`config.mk`:
```
export PLATFORM = sky130hd
export DESIGN_NAME = board_game_top
export DESIGN_NICKNAME = d
export VERILOG_FILES = /design/src/verilog/game_types_pkg.sv /design/src/verilog/board_rules_pkg.sv /design/src/verilog/step_timer.sv /design/src/verilog/spot_scorer.sv /design/src/verilog/player_store.sv /design/src/verilog/turn_sequencer.sv /design/src/verilog/board_game_top.sv
export SDC_FILE = /design/constraint.sdc
export NUM_CORES = 1
export LEC_CHECK = 0
export BUFFER_PORTS_ARGS = -buffer_cell sky130_fd_sc_hd__buf_2
export CORE_MARGIN = 3
export CORE_UTILIZATION = 55
export CTS_BUF_LIST = sky130_fd_sc_hd__clkbuf_8 sky130_fd_sc_hd__clkbuf_16
export CTS_CLUSTER_SIZE = 25
export DETAILED_ROUTE_END_ITERATION = 10
export HOLD_SLACK_MARGIN = 0.08
export PLACE_DENSITY = 0.75
export SYNTH_ARGS = -nofsm -noshare
export SYNTH_HDL_FRONTEND = slang
export SYNTH_SLANG_ARGS = --single-unit
```
`constraint.sdc`:
```
create_clock -name clk -period 7.32 [get_ports clk]
set_input_delay 1.464 -clock clk [delete_from_list [all_inputs] [get_ports clk]]
set_output_delay 1.464 -clock clk [all_outputs]
set_load 0.05 [all_outputs]
```
`src/verilog/game_types_pkg.sv`:
```
`default_nettype none

package game_types_pkg;

	// one die face from 1 to 6
	typedef logic [2:0] die_t;
	// steps left in a move, at most 12
	typedef logic [3:0] move_t;
	typedef logic [4:0] spot_t;
	typedef logic [12:0] score_t;
	// size of one score change
	typedef logic [8:0] delta_t;
	// one flag per board spot
	typedef logic [31:0] visit_t;
	typedef logic [1:0] player_t;

	localparam int NUM_PLAYERS = 4;

	typedef enum logic [3:0] {
		S_TITLE,
		S_CLEAR,
		S_READY,
		S_ROLL_REL,
		S_STEP_WAIT,
		S_STEP_CHECK,
		S_SCORE,
		S_REPORT,
		S_NEXT,
		S_GAME_OVER
	} seq_state_t;

endpackage

`default_nettype wire

```
`src/verilog/board_rules_pkg.sv`:
```
`default_nettype none

package board_rules_pkg;

	localparam int BOARD_SPOTS = 32;
	localparam game_types_pkg::spot_t FINISH_SPOT = 5'd31;

	// per-pip amount on the bonus and penalty spots
	localparam int STOP_BONUS = 20;

	// spots 0 and 8 never change the score
	localparam game_types_pkg::visit_t ZERO_SPOTS = 32'h0000_0101;
	// spots 2 and 30
	localparam game_types_pkg::visit_t PENALTY_SPOTS = 32'h4000_0004;
	// spots 4, 12, 20 and 28
	localparam game_types_pkg::visit_t BONUS_SPOTS = 32'h1010_1010;
	// spots 16 and 24 pay their flat value on the first stop only
	localparam game_types_pkg::visit_t FLAT_SPOTS = 32'h0101_0000;

	// spots to visit before a player can finish, 31 included
	localparam game_types_pkg::visit_t FINISH_MASK = 32'hAEEE_EEEA;

	// base value per spot from index 0 up
	localparam game_types_pkg::delta_t SPOT_VALUE [BOARD_SPOTS] = '{
		// spots 0 to 7
		9'd0, 9'd5, 9'd0, 9'd15, 9'd0, 9'd15, 9'd10, 9'd20,
		// spots 8 to 15
		9'd0, 9'd20, 9'd30, 9'd30, 9'd0, 9'd40, 9'd40, 9'd50,
		// spots 16 to 23
		9'd150, 9'd40, 9'd40, 9'd40, 9'd0, 9'd10, 9'd60, 9'd60,
		// spots 24 to 31
		9'd300, 9'd10, 9'd30, 9'd60, 9'd0, 9'd80, 9'd0, 9'd80
	};

endpackage

`default_nettype wire

```
`src/verilog/step_timer.sv`:
```
`timescale 1ns/1ps
`default_nettype none

module step_timer #(
	parameter int STEP_CYCLES = 833333,
	parameter int FAST_STEP_CYCLES = 83333
) (
	input  wire  clk,
	input  wire  reset,
	input  wire  run,
	input  wire  fast,
	output logic tick
);

	localparam int LONGEST = (STEP_CYCLES > FAST_STEP_CYCLES) ? STEP_CYCLES : FAST_STEP_CYCLES;
	localparam int CNT_W = $clog2(LONGEST) + 1;

	logic [CNT_W-1:0] count;
	logic [CNT_W-1:0] reload;

	assign reload = fast ? CNT_W'(FAST_STEP_CYCLES - 1) : CNT_W'(STEP_CYCLES - 1);
	assign tick = run && (count == '0);

	// held at reload while idle so each step waits a full period
	always_ff @(posedge clk) begin
		if (!reset) begin
			count <= CNT_W'(STEP_CYCLES - 1);
		end else if (!run || tick) begin
			count <= reload;
		end else begin
			count <= count - 1'b1;
		end
	end

endmodule

`default_nettype wire

```
`src/verilog/spot_scorer.sv`:
```
`timescale 1ns/1ps
`default_nettype none

module spot_scorer (
	input  wire game_types_pkg::spot_t  spot,
	input  wire game_types_pkg::visit_t visits,
	input  wire game_types_pkg::die_t   max_die,
	output game_types_pkg::delta_t      delta,
	output logic                        negative
);

	game_types_pkg::delta_t bonus;
	game_types_pkg::delta_t scaled;

	// at most 20 x 6 or 80 x 6 which both fit in delta_t
	assign bonus = game_types_pkg::delta_t'(board_rules_pkg::STOP_BONUS * max_die);
	assign scaled = game_types_pkg::delta_t'(board_rules_pkg::SPOT_VALUE[spot] * max_die);

	always_comb begin
		delta = '0;
		negative = 1'b0;
		if (board_rules_pkg::ZERO_SPOTS[spot]) begin
			delta = '0;
		end else if (board_rules_pkg::PENALTY_SPOTS[spot]) begin
			delta = bonus;
			negative = 1'b1;
		end else if (board_rules_pkg::BONUS_SPOTS[spot]) begin
			delta = bonus;
		end else if (visits[spot]) begin
			// value spots only pay on the first stop
			delta = '0;
		end else if (board_rules_pkg::FLAT_SPOTS[spot]) begin
			delta = board_rules_pkg::SPOT_VALUE[spot];
		end else begin
			delta = scaled;
		end
	end

endmodule

`default_nettype wire

```
`src/verilog/player_store.sv`:
```
`timescale 1ns/1ps
`default_nettype none

module player_store (
	input  wire                                    clk,
	input  wire                                    reset,
	input  wire                                    clear_all,
	input  wire game_types_pkg::player_t           player,
	input  wire                                    step,
	input  wire                                    apply_score,
	input  wire                                    mark_finished,
	input  wire game_types_pkg::delta_t            delta,
	input  wire                                    negative,
	output game_types_pkg::spot_t                  spot,
	output game_types_pkg::score_t                 score,
	output game_types_pkg::visit_t                 visits,
	output logic                                   at_finish,
	output logic [game_types_pkg::NUM_PLAYERS-1:0] finished_mask
);

	localparam int SCORE_W = $bits(game_types_pkg::score_t);

	game_types_pkg::spot_t  spot_r  [game_types_pkg::NUM_PLAYERS];
	game_types_pkg::score_t score_r [game_types_pkg::NUM_PLAYERS];
	game_types_pkg::visit_t visit_r [game_types_pkg::NUM_PLAYERS];

	logic [SCORE_W:0]       sum;
	game_types_pkg::score_t new_score;

	assign spot = spot_r[player];
	assign score = score_r[player];
	assign visits = visit_r[player];

	assign at_finish = (spot == board_rules_pkg::FINISH_SPOT) &&
		((visits & board_rules_pkg::FINISH_MASK) == board_rules_pkg::FINISH_MASK);

	// score clamps at zero and at all ones
	always_comb begin
		sum = score + delta;
		if (negative) begin
			new_score = (score > delta) ? score - delta : '0;
		end else begin
			new_score = sum[SCORE_W] ? '1 : sum[SCORE_W-1:0];
		end
	end

	always_ff @(posedge clk) begin
		if (!reset || clear_all) begin
			for (int i = 0; i < game_types_pkg::NUM_PLAYERS; i++) begin
				spot_r[i] <= '0;
				score_r[i] <= '0;
				visit_r[i] <= '0;
			end
			finished_mask <= '0;
		end else begin
			if (step) begin
				spot_r[player] <= game_types_pkg::spot_t'((spot + 1) % board_rules_pkg::BOARD_SPOTS);
			end
			if (apply_score) begin
				score_r[player] <= new_score;
				visit_r[player][spot] <= 1'b1;
			end
			if (mark_finished) begin
				finished_mask[player] <= 1'b1;
			end
		end
	end

endmodule

`default_nettype wire

```
`src/verilog/turn_sequencer.sv`:
```
`timescale 1ns/1ps
`default_nettype none

module turn_sequencer (
	input  wire                                    clk,
	input  wire                                    reset,
	input  wire                                    start,
	input  wire                                    roll,
	input  wire                                    cancel,
	input  wire                                    fast_fwd,
	input  wire game_types_pkg::die_t              die_a,
	input  wire game_types_pkg::die_t              die_b,
	input  wire                                    tick,
	output logic                                   run,
	output logic                                   fast,
	output game_types_pkg::player_t                player,
	output game_types_pkg::die_t                   max_die,
	output logic                                   clear_all,
	output logic                                   step,
	output logic                                   apply_score,
	output logic                                   mark_finished,
	input  wire                                    at_finish,
	input  wire [game_types_pkg::NUM_PLAYERS-1:0]  finished_mask,
	input  wire game_types_pkg::spot_t             spot,
	input  wire game_types_pkg::score_t            score,
	output logic                                   ready,
	output logic                                   turn_done,
	output logic                                   game_over
);

	game_types_pkg::seq_state_t state;
	game_types_pkg::seq_state_t state_next;
	game_types_pkg::move_t      remaining;
	game_types_pkg::player_t    next_player;
	logic                       doubles;
	logic                       fin_turn;
	logic                       take_dice;
	logic                       no_change;

	assign clear_all = (state == game_types_pkg::S_CLEAR);
	assign ready = (state == game_types_pkg::S_READY);
	assign run = (state == game_types_pkg::S_STEP_WAIT);
	assign step = run && tick;
	assign mark_finished = (state == game_types_pkg::S_STEP_CHECK) && at_finish;
	assign apply_score = (state == game_types_pkg::S_SCORE);
	assign turn_done = (state == game_types_pkg::S_REPORT);
	assign game_over = (state == game_types_pkg::S_GAME_OVER);

	assign take_dice = (ready && fast_fwd) || (state == game_types_pkg::S_ROLL_REL && !roll);

	// stops that cannot move the score skip the score cycle
	assign no_change = board_rules_pkg::ZERO_SPOTS[spot] ||
		(board_rules_pkg::PENALTY_SPOTS[spot] && score == '0);

	// nearest unfinished player after the current one
	always_comb begin
		game_types_pkg::player_t cand;
		next_player = player;
		for (int i = game_types_pkg::NUM_PLAYERS - 1; i >= 1; i--) begin
			cand = player + game_types_pkg::player_t'(i);
			if (!finished_mask[cand]) begin
				next_player = cand;
			end
		end
	end

	always_comb begin
		state_next = state;
		case (state)
			game_types_pkg::S_TITLE:
				if (start) state_next = game_types_pkg::S_CLEAR;
			game_types_pkg::S_CLEAR:
				state_next = game_types_pkg::S_READY;
			game_types_pkg::S_READY: begin
				if (fast_fwd) begin
					state_next = game_types_pkg::S_STEP_WAIT;
				end else if (cancel) begin
					state_next = game_types_pkg::S_TITLE;
				end else if (roll) begin
					state_next = game_types_pkg::S_ROLL_REL;
				end
			end
			game_types_pkg::S_ROLL_REL:
				if (!roll) state_next = game_types_pkg::S_STEP_WAIT;
			game_types_pkg::S_STEP_WAIT:
				if (tick) state_next = game_types_pkg::S_STEP_CHECK;
			game_types_pkg::S_STEP_CHECK: begin
				if (at_finish) begin
					state_next = game_types_pkg::S_REPORT;
				end else if (remaining == '0) begin
					state_next = no_change ? game_types_pkg::S_REPORT : game_types_pkg::S_SCORE;
				end else begin
					state_next = game_types_pkg::S_STEP_WAIT;
				end
			end
			game_types_pkg::S_SCORE:
				state_next = game_types_pkg::S_REPORT;
			game_types_pkg::S_REPORT:
				state_next = game_types_pkg::S_NEXT;
			game_types_pkg::S_NEXT:
				state_next = (&finished_mask) ? game_types_pkg::S_GAME_OVER : game_types_pkg::S_READY;
			game_types_pkg::S_GAME_OVER:
				if (cancel) state_next = game_types_pkg::S_TITLE;
			default:
				state_next = game_types_pkg::S_TITLE;
		endcase
	end

	always_ff @(posedge clk) begin
		if (!reset) begin
			state <= game_types_pkg::S_TITLE;
			player <= '0;
			fast <= 1'b0;
			remaining <= '0;
			fin_turn <= 1'b0;
		end else begin
			state <= state_next;
			if (state == game_types_pkg::S_TITLE) begin
				player <= '0;
			end
			if (ready) begin
				fast <= fast_fwd;
			end
			if (take_dice) begin
				remaining <= game_types_pkg::move_t'(die_a) + game_types_pkg::move_t'(die_b);
				fin_turn <= 1'b0;
			end else if (step) begin
				remaining <= remaining - 1'b1;
			end
			if (mark_finished) begin
				fin_turn <= 1'b1;
			end
			// a double rolls again unless that player just finished
			if (state == game_types_pkg::S_NEXT && !(doubles && !fin_turn)) begin
				player <= next_player;
			end
		end
	end

	always_ff @(posedge clk) begin
		if (take_dice) begin
			max_die <= (die_a > die_b) ? die_a : die_b;
			doubles <= (die_a == die_b);
		end
	end

endmodule

`default_nettype wire

```
`src/verilog/board_game_top.sv`:
```
`timescale 1ns/1ps
`default_nettype none

module board_game_top #(
	parameter int STEP_CYCLES = 833333,
	parameter int FAST_STEP_CYCLES = 83333
) (
	input  wire                          clk,
	input  wire                          reset,
	input  wire                          start,
	input  wire                          roll,
	input  wire                          cancel,
	input  wire                          fast_fwd,
	input  wire game_types_pkg::die_t    die_a,
	input  wire game_types_pkg::die_t    die_b,
	output logic                         ready,
	output logic                         turn_done,
	output game_types_pkg::player_t      turn_player,
	output game_types_pkg::spot_t        turn_spot,
	output game_types_pkg::score_t       turn_score,
	output game_types_pkg::player_t      current_player,
	output logic                         game_over
);

	logic                                   run;
	logic                                   fast;
	logic                                   tick;
	logic                                   clear_all;
	logic                                   step;
	logic                                   apply_score;
	logic                                   mark_finished;
	logic                                   at_finish;
	logic                                   negative;
	game_types_pkg::player_t                player;
	game_types_pkg::die_t                   max_die;
	game_types_pkg::delta_t                 delta;
	game_types_pkg::spot_t                  spot;
	game_types_pkg::score_t                 score;
	game_types_pkg::visit_t                 visits;
	logic [game_types_pkg::NUM_PLAYERS-1:0] finished_mask;

	step_timer #(
		.STEP_CYCLES(STEP_CYCLES),
		.FAST_STEP_CYCLES(FAST_STEP_CYCLES)
	) u_step_timer (
		.clk(clk),
		.reset(reset),
		.run(run),
		.fast(fast),
		.tick(tick)
	);

	spot_scorer u_spot_scorer (
		.spot(spot),
		.visits(visits),
		.max_die(max_die),
		.delta(delta),
		.negative(negative)
	);

	player_store u_player_store (
		.clk(clk),
		.reset(reset),
		.clear_all(clear_all),
		.player(player),
		.step(step),
		.apply_score(apply_score),
		.mark_finished(mark_finished),
		.delta(delta),
		.negative(negative),
		.spot(spot),
		.score(score),
		.visits(visits),
		.at_finish(at_finish),
		.finished_mask(finished_mask)
	);

	turn_sequencer u_turn_sequencer (
		.clk(clk),
		.reset(reset),
		.start(start),
		.roll(roll),
		.cancel(cancel),
		.fast_fwd(fast_fwd),
		.die_a(die_a),
		.die_b(die_b),
		.tick(tick),
		.run(run),
		.fast(fast),
		.player(player),
		.max_die(max_die),
		.clear_all(clear_all),
		.step(step),
		.apply_score(apply_score),
		.mark_finished(mark_finished),
		.at_finish(at_finish),
		.finished_mask(finished_mask),
		.spot(spot),
		.score(score),
		.ready(ready),
		.turn_done(turn_done),
		.game_over(game_over)
	);

	// store shows the mover's record as the finished turn while turn_done is high
	assign turn_player = player;
	assign turn_spot = spot;
	assign turn_score = score;
	assign current_player = player;

endmodule

`default_nettype wire

```
==> results of run 1 <==
==> worst max-delay path, cell delays in order, from the launching register on <==
cell	delay, ns
dfxtp_4	0.41
mux4_2	0.52
inv_1	0.16
ha_1	0.26
inv_1	0.16
o21ai_0	0.20
o21ai_0	0.12
a222oi_1	0.48
nand2_1	0.14
fa_1	0.50
inv_1	0.07
ha_1	0.29
a21o_1	0.18
a21o_1	0.19
xor2_1	0.15
a32oi_1	0.14
o31ai_1	0.13
a22oi_1	0.18
ha_1	0.39
a211o_1	0.32
o221ai_1	0.34
o21ai_0	0.23
a211o_1	0.39
nand3_1	0.46
nor2b_1	0.11
==> through the flow <==
step / cells / power, mW / hold slack [ns]
4_1_cts: 1720 / 4.00 / 0.467
3_5_place_dp: 1671 / 2.69 / 0.453
2_1_floorplan: 1379 / 2.45 / 0.422
5_1_grt: 1720 / 4.18 / 0.498
6_report: 1720 / 4.00 / 0.460
3_3_place_gp: 1671 / 2.66 / 0.438
==> flip-flops by register name (all words and copies together), names as in the netlist, named ones only <==
register	flops
u_player_store.spot_r	20
u_step_timer.count	21
u_turn_sequencer.max_die	3
u_turn_sequencer.player	2
u_player_store.finished_mask	4
u_turn_sequencer.remaining	4
u_turn_sequencer.fast	1
u_player_store.score_r	52
u_player_store.visit_r	128
u_turn_sequencer.state	4
u_turn_sequencer.fin_turn	1
u_turn_sequencer.doubles	1
==> final cells by class <==
type	count	share of cell area, %
Clock buffer	29	4.61
Inverter	52	1.27
Tap cell	330	2.66
Clock inverter	20	0.960
Timing Repair Buffer	64	2.52
Multi-Input combinational cell	982	43.4
Sequential cell	243	44.6
==> cell usage in the layout (no fill, tap or decap), drive strengths merged, types with 13 or more instances in the layout <==
cell type / Yosys / final
nor2: 217 / 217
edfxtp: 204 / 204
o21ai: 143 / 143
nand2: 113 / 113
a21oi: 88 / 88
buf: 44 / 64
inv: 51 / 59
mux4: 51 / 51
ha: 47 / 47
dfxtp: 39 / 39
clkbuf: 58 / 29
nor3: 29 / 29
nand3: 23 / 23
xnor2: 21 / 21
mux2i: 20 / 20
nor2b: 17 / 17
a21o: 14 / 14
xor2: 14 / 14
and2: 14 / 14
nand4: 13 / 13
==> cell families after synthesis <==
| family | after synthesis |
|---|---|
| multiplexers | 76 |
| AND/OR/NAND/NOR | 479 |
| adder cells (fa/ha/maj) | 57 |
| flip-flops | 243 |
| XOR/XNOR | 35 |
| buffers and inverters | 154 |
| AO/OA/AOI/OAI | 335 |
==> per-layer routing <==
metal | GRT usage [%] | vias to the layer above | part of all wire [%]
li1 | - | 5048 | -
met1 | 36.1 | 5317 | 42
met2 | 38.8 | 559 | 46
met3 | 4.27 | 85 | 9.4
met4 | 7.61 | 0 | 3.0
met5 | 0 | - | 0
==> power breakdown <==
group,internal (mW),switching (mW)
registers,1.67,0.0549
clock network,0.771,0.541
logic,0.333,0.624
==> worst paths after layout <==
kind / from / end / slack [ns] / depth (start not counted)
setup / recovery: flip-flop / u_player_store.score_r[0][5] / 0.51 / 24
hold / removal: u_step_timer.count[0] / u_step_timer.count[0] / 0.46 / 1
setup reg to reg: flip-flop / u_player_store.score_r[0][5] / 0.51 / 24
hold reg to reg: u_step_timer.count[0] / u_step_timer.count[0] / 0.46 / 1
==> results.md, run 1 <==
- Yosys cell types: 76
- Cell Pwr Density: 258 mW/mm^2
- Post-synthesis adder-cell area fraction: under 10%
- GRT Overall Usage: between 20% and 30%
- Starting DRT DRC Count: ~1600
- Seq/Total Area, Yosys: 48.1%
- Post-synthesis cell count: 1379
- Worst-margin pin slew: around 1.2 ns
- CP Capture Type: flip-flop
- IO buf count: 36
- Largest net degree at the start of global routing: 79
- Top-count cell post-synth: nor2_1
- Syn nets: 1448
- Vias in the first global route: approximately 10000
- PostCTS Resize Cnt: 0
- Max Cap Viol: 0
- Commonest cells in the synthesized netlist: 217 x nor2_1, 204 x edfxtp_1, 141 x o21ai_0
- Yosys top cell area share: between 40% and 50%
- DIE WIDTH: around 170 um
- Die area: ~0.028 mm^2
- Fmax: between 100 and 150 MHz
- Syn_area_per_cell: around 10 um^2
- Status: complete, no violations
- Placement Rows: 58
- Synth Area in Compound Gates: between 10 and 15%
- Setup Total Neg Slack: 0 ns
- Multiplexer area fraction after synthesis: between 10% and 20%
- DR WL/cell: 20.5 um
- Io pins: 37
- Detail Route Antenna Nets: 0
- Min Tclk post-route: approximately 7 ns
- Register area: slightly below 0.007 mm^2
- Pre-antenna DRT Iters: 5
- RePlAce Congestion: approximately 0.92
- # DRC: 0
- Drt via density: 6.40
- RSZ-0062 raised after global routing: no
- WS Path Type: flip-flop to flip-flop
- Share of cells above drive strength 1: 11.4%
- Hold Crit Class: flip-flop to flip-flop
- XOR/XNOR Fraction of Synth Area: 2.13%
- Final Core Density: around three fifths
- Final setup violation count: 0
- Setup Buffers After CTS: 0
- Critical Path AT: 7.07 ns
- Yosys reg bits: between 200 and 250
- Synth Area in Simple Gates: between 15 and 20%
- Largest family of logic cells by synthesized area: simple AND/OR/NAND/NOR gates
- Top_reg_cell synth: edfxtp_1
- Setup WS post-layout: 0.509 ns
- First-pass GRT wire length: ~57000 um
- Skew-Pair Late Insertion Delay: roughly 0.54 ns
- CTS max path bufs: 3
- Wirelength, routed: 35300 um
- Post-DP HPWL: between 20000 and 25000 um
- Peak VDD IR: approximately 0.00016 V
- Multi-input gate area: roughly 0.0067 mm^2
- CTS tree: done
- Synth top area cells: edfxtp_1 43%, nor2_1 5.7%, mux4_2 5.5%
- Syn-to-layout area delta: 8.03%
- P_leak: 5.76 nW
- Fin area: ~0.016 mm^2
- Cts hold-fix bufs: 0
- YS warnings: 0
- Final Slew Violations: 0
- Post-synth EDFFs: 204
- Initial Util: about 57%
- Asr flop ratio synth: 0%
- Hold Violations, Final: 0
- Htree depth: 1
- Pre-CTS WS: 0.513 ns
- Post-Synthesis Cell Area: approximately 0.014 mm^2
- Core Area: roughly 0.025 mm^2
- Total clock buffers created by CTS: 27
- GRT overflow: 0
- # fillers: 2019
- Post-synthesis cell type with the largest combined area: edfxtp_1
- Slew margin rel.: between 20% and 30%
- Post-place instance area: about 0.015 mm^2
- Req. time, crit path: 7.58 ns
- Via count: roughly 11000
- Clk slew on worst S/H paths: ~0.06 ns
- Inserted Diodes: 0
- Die Y: between 150 and 200 um
- CP max FO: 11
- Root Driver: clkbuf_16
- CP startpoint kind: flip-flop
- Initial antenna violation count: 0
- NumNets Final: 1439
- Clk_skew: roughly 0.017 ns
- Clk sinks: around 240
- Tcrit/Tclk final: between 90% and 100%
Power figures use the tool's default switching activity.
==> run 2: changes to the inputs <==
==> constraint.sdc (replaced) <==
create_clock -name clk -period 6.8 [get_ports clk]
set_input_delay 1.36 -clock clk [delete_from_list [all_inputs] [get_ports clk]]
set_output_delay 1.36 -clock clk [all_outputs]
set_load 0.05 [all_outputs]
==> run 2 against run 1 <==
First-iteration DRC count down 2.2%. Critical path type unchanged. Largest cell class unchanged. Wire length up 0.57%. Utilization up 0.31 points. Critical endpoint is now u_player_store.score_r[1][2].
==> results.md, run 2 (synthesized netlist as in run 1, its figures left out) <==
- Vias in the first global route: 10500 (+0.45%)
- Max Cap Viol: 0 (unchanged)
- Placed Cells: 1676 (+0.30%)
- Final setup violation count: 0 (unchanged)
- Pre-CTS WS: 0.195 ns (-0.317 ns)
- # fillers: 2023 (+0.20%)
- Starting DRT DRC Count: 1546 (-2.2%)
- GRT Overall Usage: 24.8% (about the same)
- Initial antenna violation count: 0 (unchanged)
- Largest net degree at the start of global routing: 133 (+68%)
- Clk slew on worst S/H paths: 0.06 ns (about the same)
- RSZ-0062 raised after global routing: yes
- Cell Pwr Density: 276 mW/mm^2 (+7.2%)
- Hold Crit Class: flip-flop to flip-flop
- CP startpoint kind: flip-flop
- Die Y: 168 um (unchanged)
- Setup Total Neg Slack: 0 ns (unchanged)
- # DRC: 0 (unchanged)
- Drt via density: 6.38 (-0.27%)
- Pre-antenna DRT Iters: 6 (+1)
- Io pins: 37 (unchanged)
- Most common cell after layout, fill and taps aside: nor2_1
- Syn-to-layout area delta: 8.58%
- Wirelength, routed: 35500 um (+0.57%)
- Detail Route Antenna Nets: 0 (unchanged)
- Hold Path Stages: 1 (unchanged)
- Comb power frac: 24.9% (+1.0 points)
- DR WL/cell: 20.6 um (+0.51%)
- CTS tree: done
- Root Driver: clkbuf_16
- Via count: 11000 (-0.21%)
- Hold Path End: u_step_timer.count[0]
- Biggest register: u_player_store.visit_r
- Share of cells above drive strength 1: 12.7% (+1.2 points)
- Die area: 0.0281 mm^2 (unchanged)
- R2R depth: 27 (+13%)
- Top Family by Delay on Critical Path: compound AO/OA/AOI/OAI gates
- Hold Violations, Final: 0 (unchanged)
- Post-place instance area: 0.0147 mm^2 (+0.26%)
- Critical Path AT: 6.66 ns (-0.41 ns)
- Largest registers: u_player_store.visit_r (128), u_player_store.score_r (52), u_step_timer.count (21)
- Clk sinks: 243 (unchanged)
- Most frequent cells in the layout: 216 x nor2_1, 204 x edfxtp_1, 138 x o21ai_0, 112 x nand2_1, 86 x a21oi_1
- Slowest cell delay on critical path: 0.51 ns (about the same)
- Htree depth: 1 (unchanged)
- CP max FO: 14 (+3)
- Critical-path top delay cell: fa_1
- Post-DP HPWL: 23400 um (about the same)
- NumNets Final: 1444 (+0.35%)
- Tcrit/Tclk final: 94.3% (+1.3 points)
- Buffers plus inverters on the worst setup path: 5 (+2)
- Largest register FFs: 128 (unchanged)
- Final Instance Count excl. Fillers: 1721 (+0.058%)
- Fmax: 156 MHz (+6.2%)
- Peak VDD IR: 0.000220 V (+39%)
- IO buf count: 36 (unchanged)
- Crit Reg-Reg Endpoint: u_player_store.score_r[1][2]
- CTS max path bufs: 3 (unchanged)
- Initial Util: 56.5% (unchanged)
- Clk_skew: 0.0218 ns (+0.00445 ns)
- Core Area: 0.0254 mm^2 (unchanged)
- DIE WIDTH: 168 um (unchanged)
- Sw Ratio: 30.3% (-0.16 points)
- Inserted Diodes: 0 (unchanged)
- Total clock buffers created by CTS: 25 (-7.4%)
- Placement Rows: 58 (unchanged)
- HP Start: u_step_timer.count[0]
- Req. time, crit path: 7.05 ns (-0.53 ns)
- Worst-margin pin slew: 1.13 ns (-0.0367 ns)
- Net Switching: 1.31 mW (+7.2%)
- RePlAce Congestion: 0.931 (+1.4%)
- Setup WS post-layout: 0.387 ns (-0.122 ns)
- Status: complete, no violations
- Reg power frac: 43.2% (about the same)
- CP Capture Type: flip-flop
- Clk pwr share: 31.9% (-0.9 points)
- Skew-Pair Late Insertion Delay: 0.52 ns (-0.02 ns)
- Internal: 3.00 mW (+8.0%)
- P_leak: 5.75 nW (about the same)
- WS Path Type: flip-flop to flip-flop
- Slew margin rel.: 24.9% (+2.6 points)
- Fin area: 0.0156 mm^2 (+0.51%)
- First-pass GRT wire length: 56700 um (-0.22%)
- Min Tclk post-route: 6.41 ns (-0.398 ns)
- R2r setup slk: 0.39 ns (-0.12 ns)
- Final Slew Violations: 0 (unchanged)
- GRT overflow: 0 (unchanged)
-- run 2: area by class of cell --
| class | instances | area (um^2) | area share, % |
|---|---|---|---|
| well taps | 330 | 413 | 2.65 |
| clock buffers | 25 | 626 | 4.01 |
| inverters | 52 | 195 | 1.25 |
| multi-input cells | 982 | 6820 | 43.7 |
| clock inverters | 18 | 185 | 1.19 |
| flip-flops and latches | 243 | 6910 | 44.3 |
| repair buffers | 71 | 443 | 2.84 |
-- run 2: stage by stage --
step / power (mW) / hold WS (ns) / utilization [%]
after floorplan: 2.64 / 0.422 / -
after global placement: 2.88 / 0.440 / 57.8
after detailed placement: 2.91 / 0.459 / 57.8
after CTS: 4.28 / 0.472 / 61.0
after global routing: 4.50 / 0.517 / 61.4
final: 4.31 / 0.467 / 61.4
-- run 2: timing repair --
action / CTS / global route
gates resized for setup: 0 / 17
setup endpoints to repair: 0 / 52
buffers inserted: 0 / 2
hold buffers: 0 / 0
-- run 2: power by group through the flow --
stage,Clock [mW],Combinational [mW],Sequential (mW)
after floorplan,0,0.783,1.86
after global placement,0,0.995,1.88
after detailed placement,0,1.02,1.89
after CTS,1.39,1.03,1.86
after global routing,1.45,1.17,1.88
final,1.37,1.07,1.86
-- run 2: worst max-delay path by stage --
| stage | startpoint | to | slack (ns) | cells after the start |
|---|---|---|---|---|
| 2_1_floorplan | flip-flop | u_player_store.score_r[0][4] | 0.09 | 31 |
| 3_3_place_gp | flip-flop | u_player_store.score_r[2][10] | 0.42 | 27 |
| 3_5_place_dp | flip-flop | u_player_store.score_r[1][4] | 0.20 | 25 |
| 4_1_cts | flip-flop | u_player_store.score_r[1][4] | 0.17 | 25 |
| 5_1_grt | flip-flop | u_player_store.score_r[1][9] | -0.03 | 25 |
| 6_report | flip-flop | u_player_store.score_r[1][2] | 0.39 | 27 |
-- run 2: worst reg2reg max path: stages (launching register included) --
cell and delay [ns]:
dfxtp_2 0.50, mux2i_1 0.24, mux2_2 0.34, inv_1 0.23, buf_4 0.22, a21oi_1 0.17, o21ai_0 0.09, o21ai_0 0.19
nand2_1 0.13, fa_1 0.51, inv_1 0.05, ha_1 0.22, fa_1 0.42, a21o_1 0.18, a21oi_1 0.22, o21bai_1 0.09
a21oi_1 0.17, xor2_1 0.08, o21ai_0 0.20, nand2_1 0.10, ha_1 0.36, inv_1 0.10, a21oi_1 0.21, inv_1 0.13
o21ai_4 0.37, nand3_1 0.15, a31oi_2 0.35, nor2_1 0.10
-- run 2: routing by layer --
metal | wire length [um] | vias up | track usage, %
li1 | - | 5045 | -
met1 | 14900 | 5346 | 36.2
met2 | 16600 | 525 | 39.0
met3 | 3120 | 70 | 4.23
met4 | 812 | 0 | 6.87
met5 | 0 | - | 0
==> run 3: changes to the inputs <==
--- a/config.mk
+++ b/config.mk
@@ -5,6 +5,7 @@
 export SDC_FILE = /design/constraint.sdc
 export NUM_CORES = 1
 export LEC_CHECK = 0
+export ABC_AREA = 1
 export BUFFER_PORTS_ARGS = -buffer_cell sky130_fd_sc_hd__buf_2
 export CORE_MARGIN = 3
 export CORE_UTILIZATION = 55
@@ -12,7 +13,7 @@
 export CTS_CLUSTER_SIZE = 25
 export DETAILED_ROUTE_END_ITERATION = 10
 export HOLD_SLACK_MARGIN = 0.08
-export PLACE_DENSITY = 0.75
+export PLACE_DENSITY = 0.74
 export SYNTH_ARGS = -nofsm -noshare
 export SYNTH_HDL_FRONTEND = slang
 export SYNTH_SLANG_ARGS = --single-unit
==> run 3 against run 2 <==
First-iteration DRC count is 0.91% lower. Largest power group is now combinational logic. Worst hold slack worse by 0.018 ns. Register-to-register slack improved by 0.21 ns. Clock skew shrank 0.0087 ns. Critical endpoint is now u_player_store.score_r[0][10]. Count of clock-buffer cells in the layout rose by 2. Critical path depth up 7. Clock power barely moved. Synthesized cell count grew 55%.
==> results.md, run 3 <==
- Most frequent cells in the layout: 619 x nand2_1, 298 x inv_1, 266 x nor2_1, 204 x edfxtp_1, 185 x nand3_1
- Largest family of logic cells by synthesized area: simple AND/OR/NAND/NOR gates
- Syn_area_per_cell: 7.50 um^2 (-28%)
- CP startpoint kind: flip-flop
- NumNets Final: 2197 (+52%)
- Commonest cells in the synthesized netlist: 621 x nand2_1, 295 x inv_1, 269 x nor2_1
- Largest net degree at the start of global routing: 83 (-38%)
- Worst hold margin: 0.449 ns (-0.0177 ns)
- Placement Rows: 61 (+5.2%)
- RSZ-0062 raised after global routing: yes
- Final Slew Violations: 0 (unchanged)
- Peak VDD IR: 0.000232 V (+5.6%)
- First-pass GRT wire length: 68000 um (+20%)
- Post-Synthesis Cell Area: 0.0161 mm^2 (+12%)
- # DRC: 0 (unchanged)
- YS warnings: 0 (unchanged)
- GRT Overall Usage: 26.9% (+2.0 points)
- HP Start: u_step_timer.count[0]
- Seq/Total Area, Yosys: 43.0% (-5.1 points)
- Critical Path AT: 6.57 ns (-0.09 ns)
- Largest register FFs: 128 (unchanged)
- Max Cap Viol: 0 (unchanged)
- Worst-margin pin slew: 1.10 ns (-0.0273 ns)
- Critical-path top delay cell: fa_1
- Htree depth: 1 (unchanged)
- Post-synthesis cell count: 2141 (+55%)
- Via count: 14000 (+28%)
- CP max FO: 25 (+11)
- Post-synthesis cell type with the largest combined area: edfxtp_1
- Overall power: 5.40 mW (+25%)
- Yosys top cell area share: 38.1% (-4.5 points)
- P_leak: 8.24 nW (+43%)
- Detail Route Antenna Nets: 0 (unchanged)
- Multiplexer area fraction after synthesis: 0.125% (-10 points)
- Io pins: 37 (unchanged)
- CTS tree: done
- Setup WS post-layout: 0.599 ns (+0.212 ns)
- Clk_skew: 0.0131 ns (-0.00874 ns)
- Vias in the first global route: 13500 (+28%)
- Synth Area in Simple Gates: 32.6% (+18 points)
- Hold Path Stages: 1 (unchanged)
- CP Capture Type: flip-flop
- Biggest register: u_player_store.visit_r
- Post-DP HPWL: 28900 um (+23%)
- Worst path most repeated cell: nand2_1
- Top-count cell post-synth: nand2_1
- Setup Total Neg Slack: 0 ns (unchanged)
- Slew margin rel.: 26.1% (+1.1 points)
- CTS max path bufs: 3 (unchanged)
- Die Y: 177 um (+5.6%)
- Pre-CTS WS: 0.450 ns (+0.255 ns)
- RePlAce Congestion: 0.981 (+5.4%)
- Cts hold-fix bufs: 0 (unchanged)
- Pre-antenna DRT Iters: 7 (+1)
- Hold Violations, Final: 0 (unchanged)
- XOR/XNOR Fraction of Synth Area: 1.80% (-0.34 points)
- Post-synthesis adder-cell area fraction: 4.91% (-0.58 points)
- Inserted Diodes: 0 (unchanged)
- DR WL/cell: 16.7 um (-19%)
- Initial Util: 56.7% (+0.20 points)
- Status: complete, no violations
- Hold Crit Class: flip-flop to flip-flop
- Hold Path End: u_step_timer.count[0]
- Req. time, crit path: 7.17 ns (+0.12 ns)
- Slowest cell delay on critical path: 0.51 ns (about the same)
- Yosys reg bits: 243 (unchanged)
- Clk sinks: 243 (unchanged)
- Total clock buffers created by CTS: 27 (+8.0%)
- Skew-Pair Late Insertion Delay: 0.53 ns (about the same)
- WS Path Type: flip-flop to flip-flop
- Synth Area in Compound Gates: 7.16% (-6.8 points)
- R2r setup slk: 0.60 ns (+0.21 ns)
- Root Driver: clkbuf_16
- Die area: 0.0313 mm^2 (+11%)
- Wirelength, routed: 42200 um (+19%)
- Tcrit/Tclk final: 91.2% (-3.1 points)
- Fin area: 0.0172 mm^2 (+11%)
- Most common cell after layout, fill and taps aside: nand2_1
- Crit Reg-Reg Endpoint: u_player_store.score_r[0][10]
- Starting DRT DRC Count: 1532 (-0.91%)
- Placed Cells: 2477 (+48%)
- Syn-to-layout area delta: 7.36%
- Final Core Density: 60.9% (-0.47 points)
- Fmax: 161 MHz (+3.4%)
- Asr flop ratio synth: 0% (unchanged)
- Syn nets: 2210 (+53%)
- Top_reg_cell synth: edfxtp_1
- DIE WIDTH: 177 um (+5.6%)
- Share of cells above drive strength 1: 9.99% (-2.7 points)
- Min Tclk post-route: 6.20 ns (-0.212 ns)
- Initial antenna violation count: 0 (unchanged)
- Core Area: 0.0283 mm^2 (+11%)
- Yosys cell types: 46 (-39%)
- Post-place instance area: 0.0164 mm^2 (+12%)
- Final Instance Count excl. Fillers: 2520 (+46%)
- Largest registers: u_player_store.visit_r (128), u_player_store.score_r (52), u_step_timer.count (21)
- IO buf count: 36 (unchanged)
- R2R depth: 34 (+26%)
- Synth top area cells: edfxtp_1 38%, nand2_1 15%, inv_1 6.9%
- Cell Pwr Density: 313 mW/mm^2 (+13%)
- Final setup violation count: 0 (unchanged)
- Drt via density: 5.57 (-13%)
- GRT overflow: 0 (unchanged)
- Clk slew on worst S/H paths: 0.06 ns (about the same)
- Post-synth EDFFs: 204 (unchanged)
## run 3: what timing repair did
item | CTS | global route
gates resized for setup | 0 | 11
buffers inserted | 0 | 0
endpoints found under the setup margin | 0 | 52
## run 3: cells by family (layout without fill, tap and decap cells)
kind of cell	count (synthesis)	count (layout)
XOR/XNOR	33	33
AND/OR/NAND/NOR	1200	1200
adder cells (fa/ha/maj)	57	57
buffers and inverters	412	413
flip-flops	243	243
AO/OA/AOI/OAI	194	194
multiplexers	2	2
## run 3: worst max-delay path, delay by kind of cell, from the launching register on
kind            cells  cell delay, ns
compound gates      5            0.85
fa+ha+maj           3            1.19
buf+inv             4            0.62
flops               1            0.36
simple gates       22            3.00
## run 3: routing by layer
| metal | routed length (um) | GRT usage, % | part of all wire (%) | up-vias |
|---|---|---|---|---|
| li1 | - | - | - | 6795 |
| met1 | 17900 | 37.2 | 42 | 6567 |
| met2 | 19800 | 45.0 | 47 | 590 |
| met3 | 3480 | 3.24 | 8.3 | 91 |
| met4 | 977 | 7.23 | 2.3 | 0 |
| met5 | 0 | 0 | 0 | - |
## run 3: worst max path at each step
stage / to / slack, ns / depth (start not counted)
3_5_place_dp: u_player_store.score_r[1][12] / 0.45 / 36
2_1_floorplan: u_player_store.score_r[0][1] / 0.92 / 37
5_1_grt: u_player_store.score_r[1][7] / -0.05 / 34
3_3_place_gp: u_player_store.score_r[1][4] / 0.64 / 35
4_1_cts: u_player_store.score_r[1][12] / 0.40 / 36
6_report: u_player_store.score_r[0][10] / 0.60 / 34
## run 3: power breakdown
group / internal (mW) / switching [mW]
registers: 1.80 / 0.0607
logic: 0.611 / 1.56
clock network: 0.788 / 0.575
total: 3.20 / 2.20
## run 3: cell type report
cell class	instances	area, um^2
Sequential cell	243	6910
Clock inverter	16	128
Inverter	314	1180
Timing Repair Buffer	56	343
Clock buffer	27	676
Fill cell	2523	11100
Multi-Input combinational cell	1486	7540
Tap cell	378	473
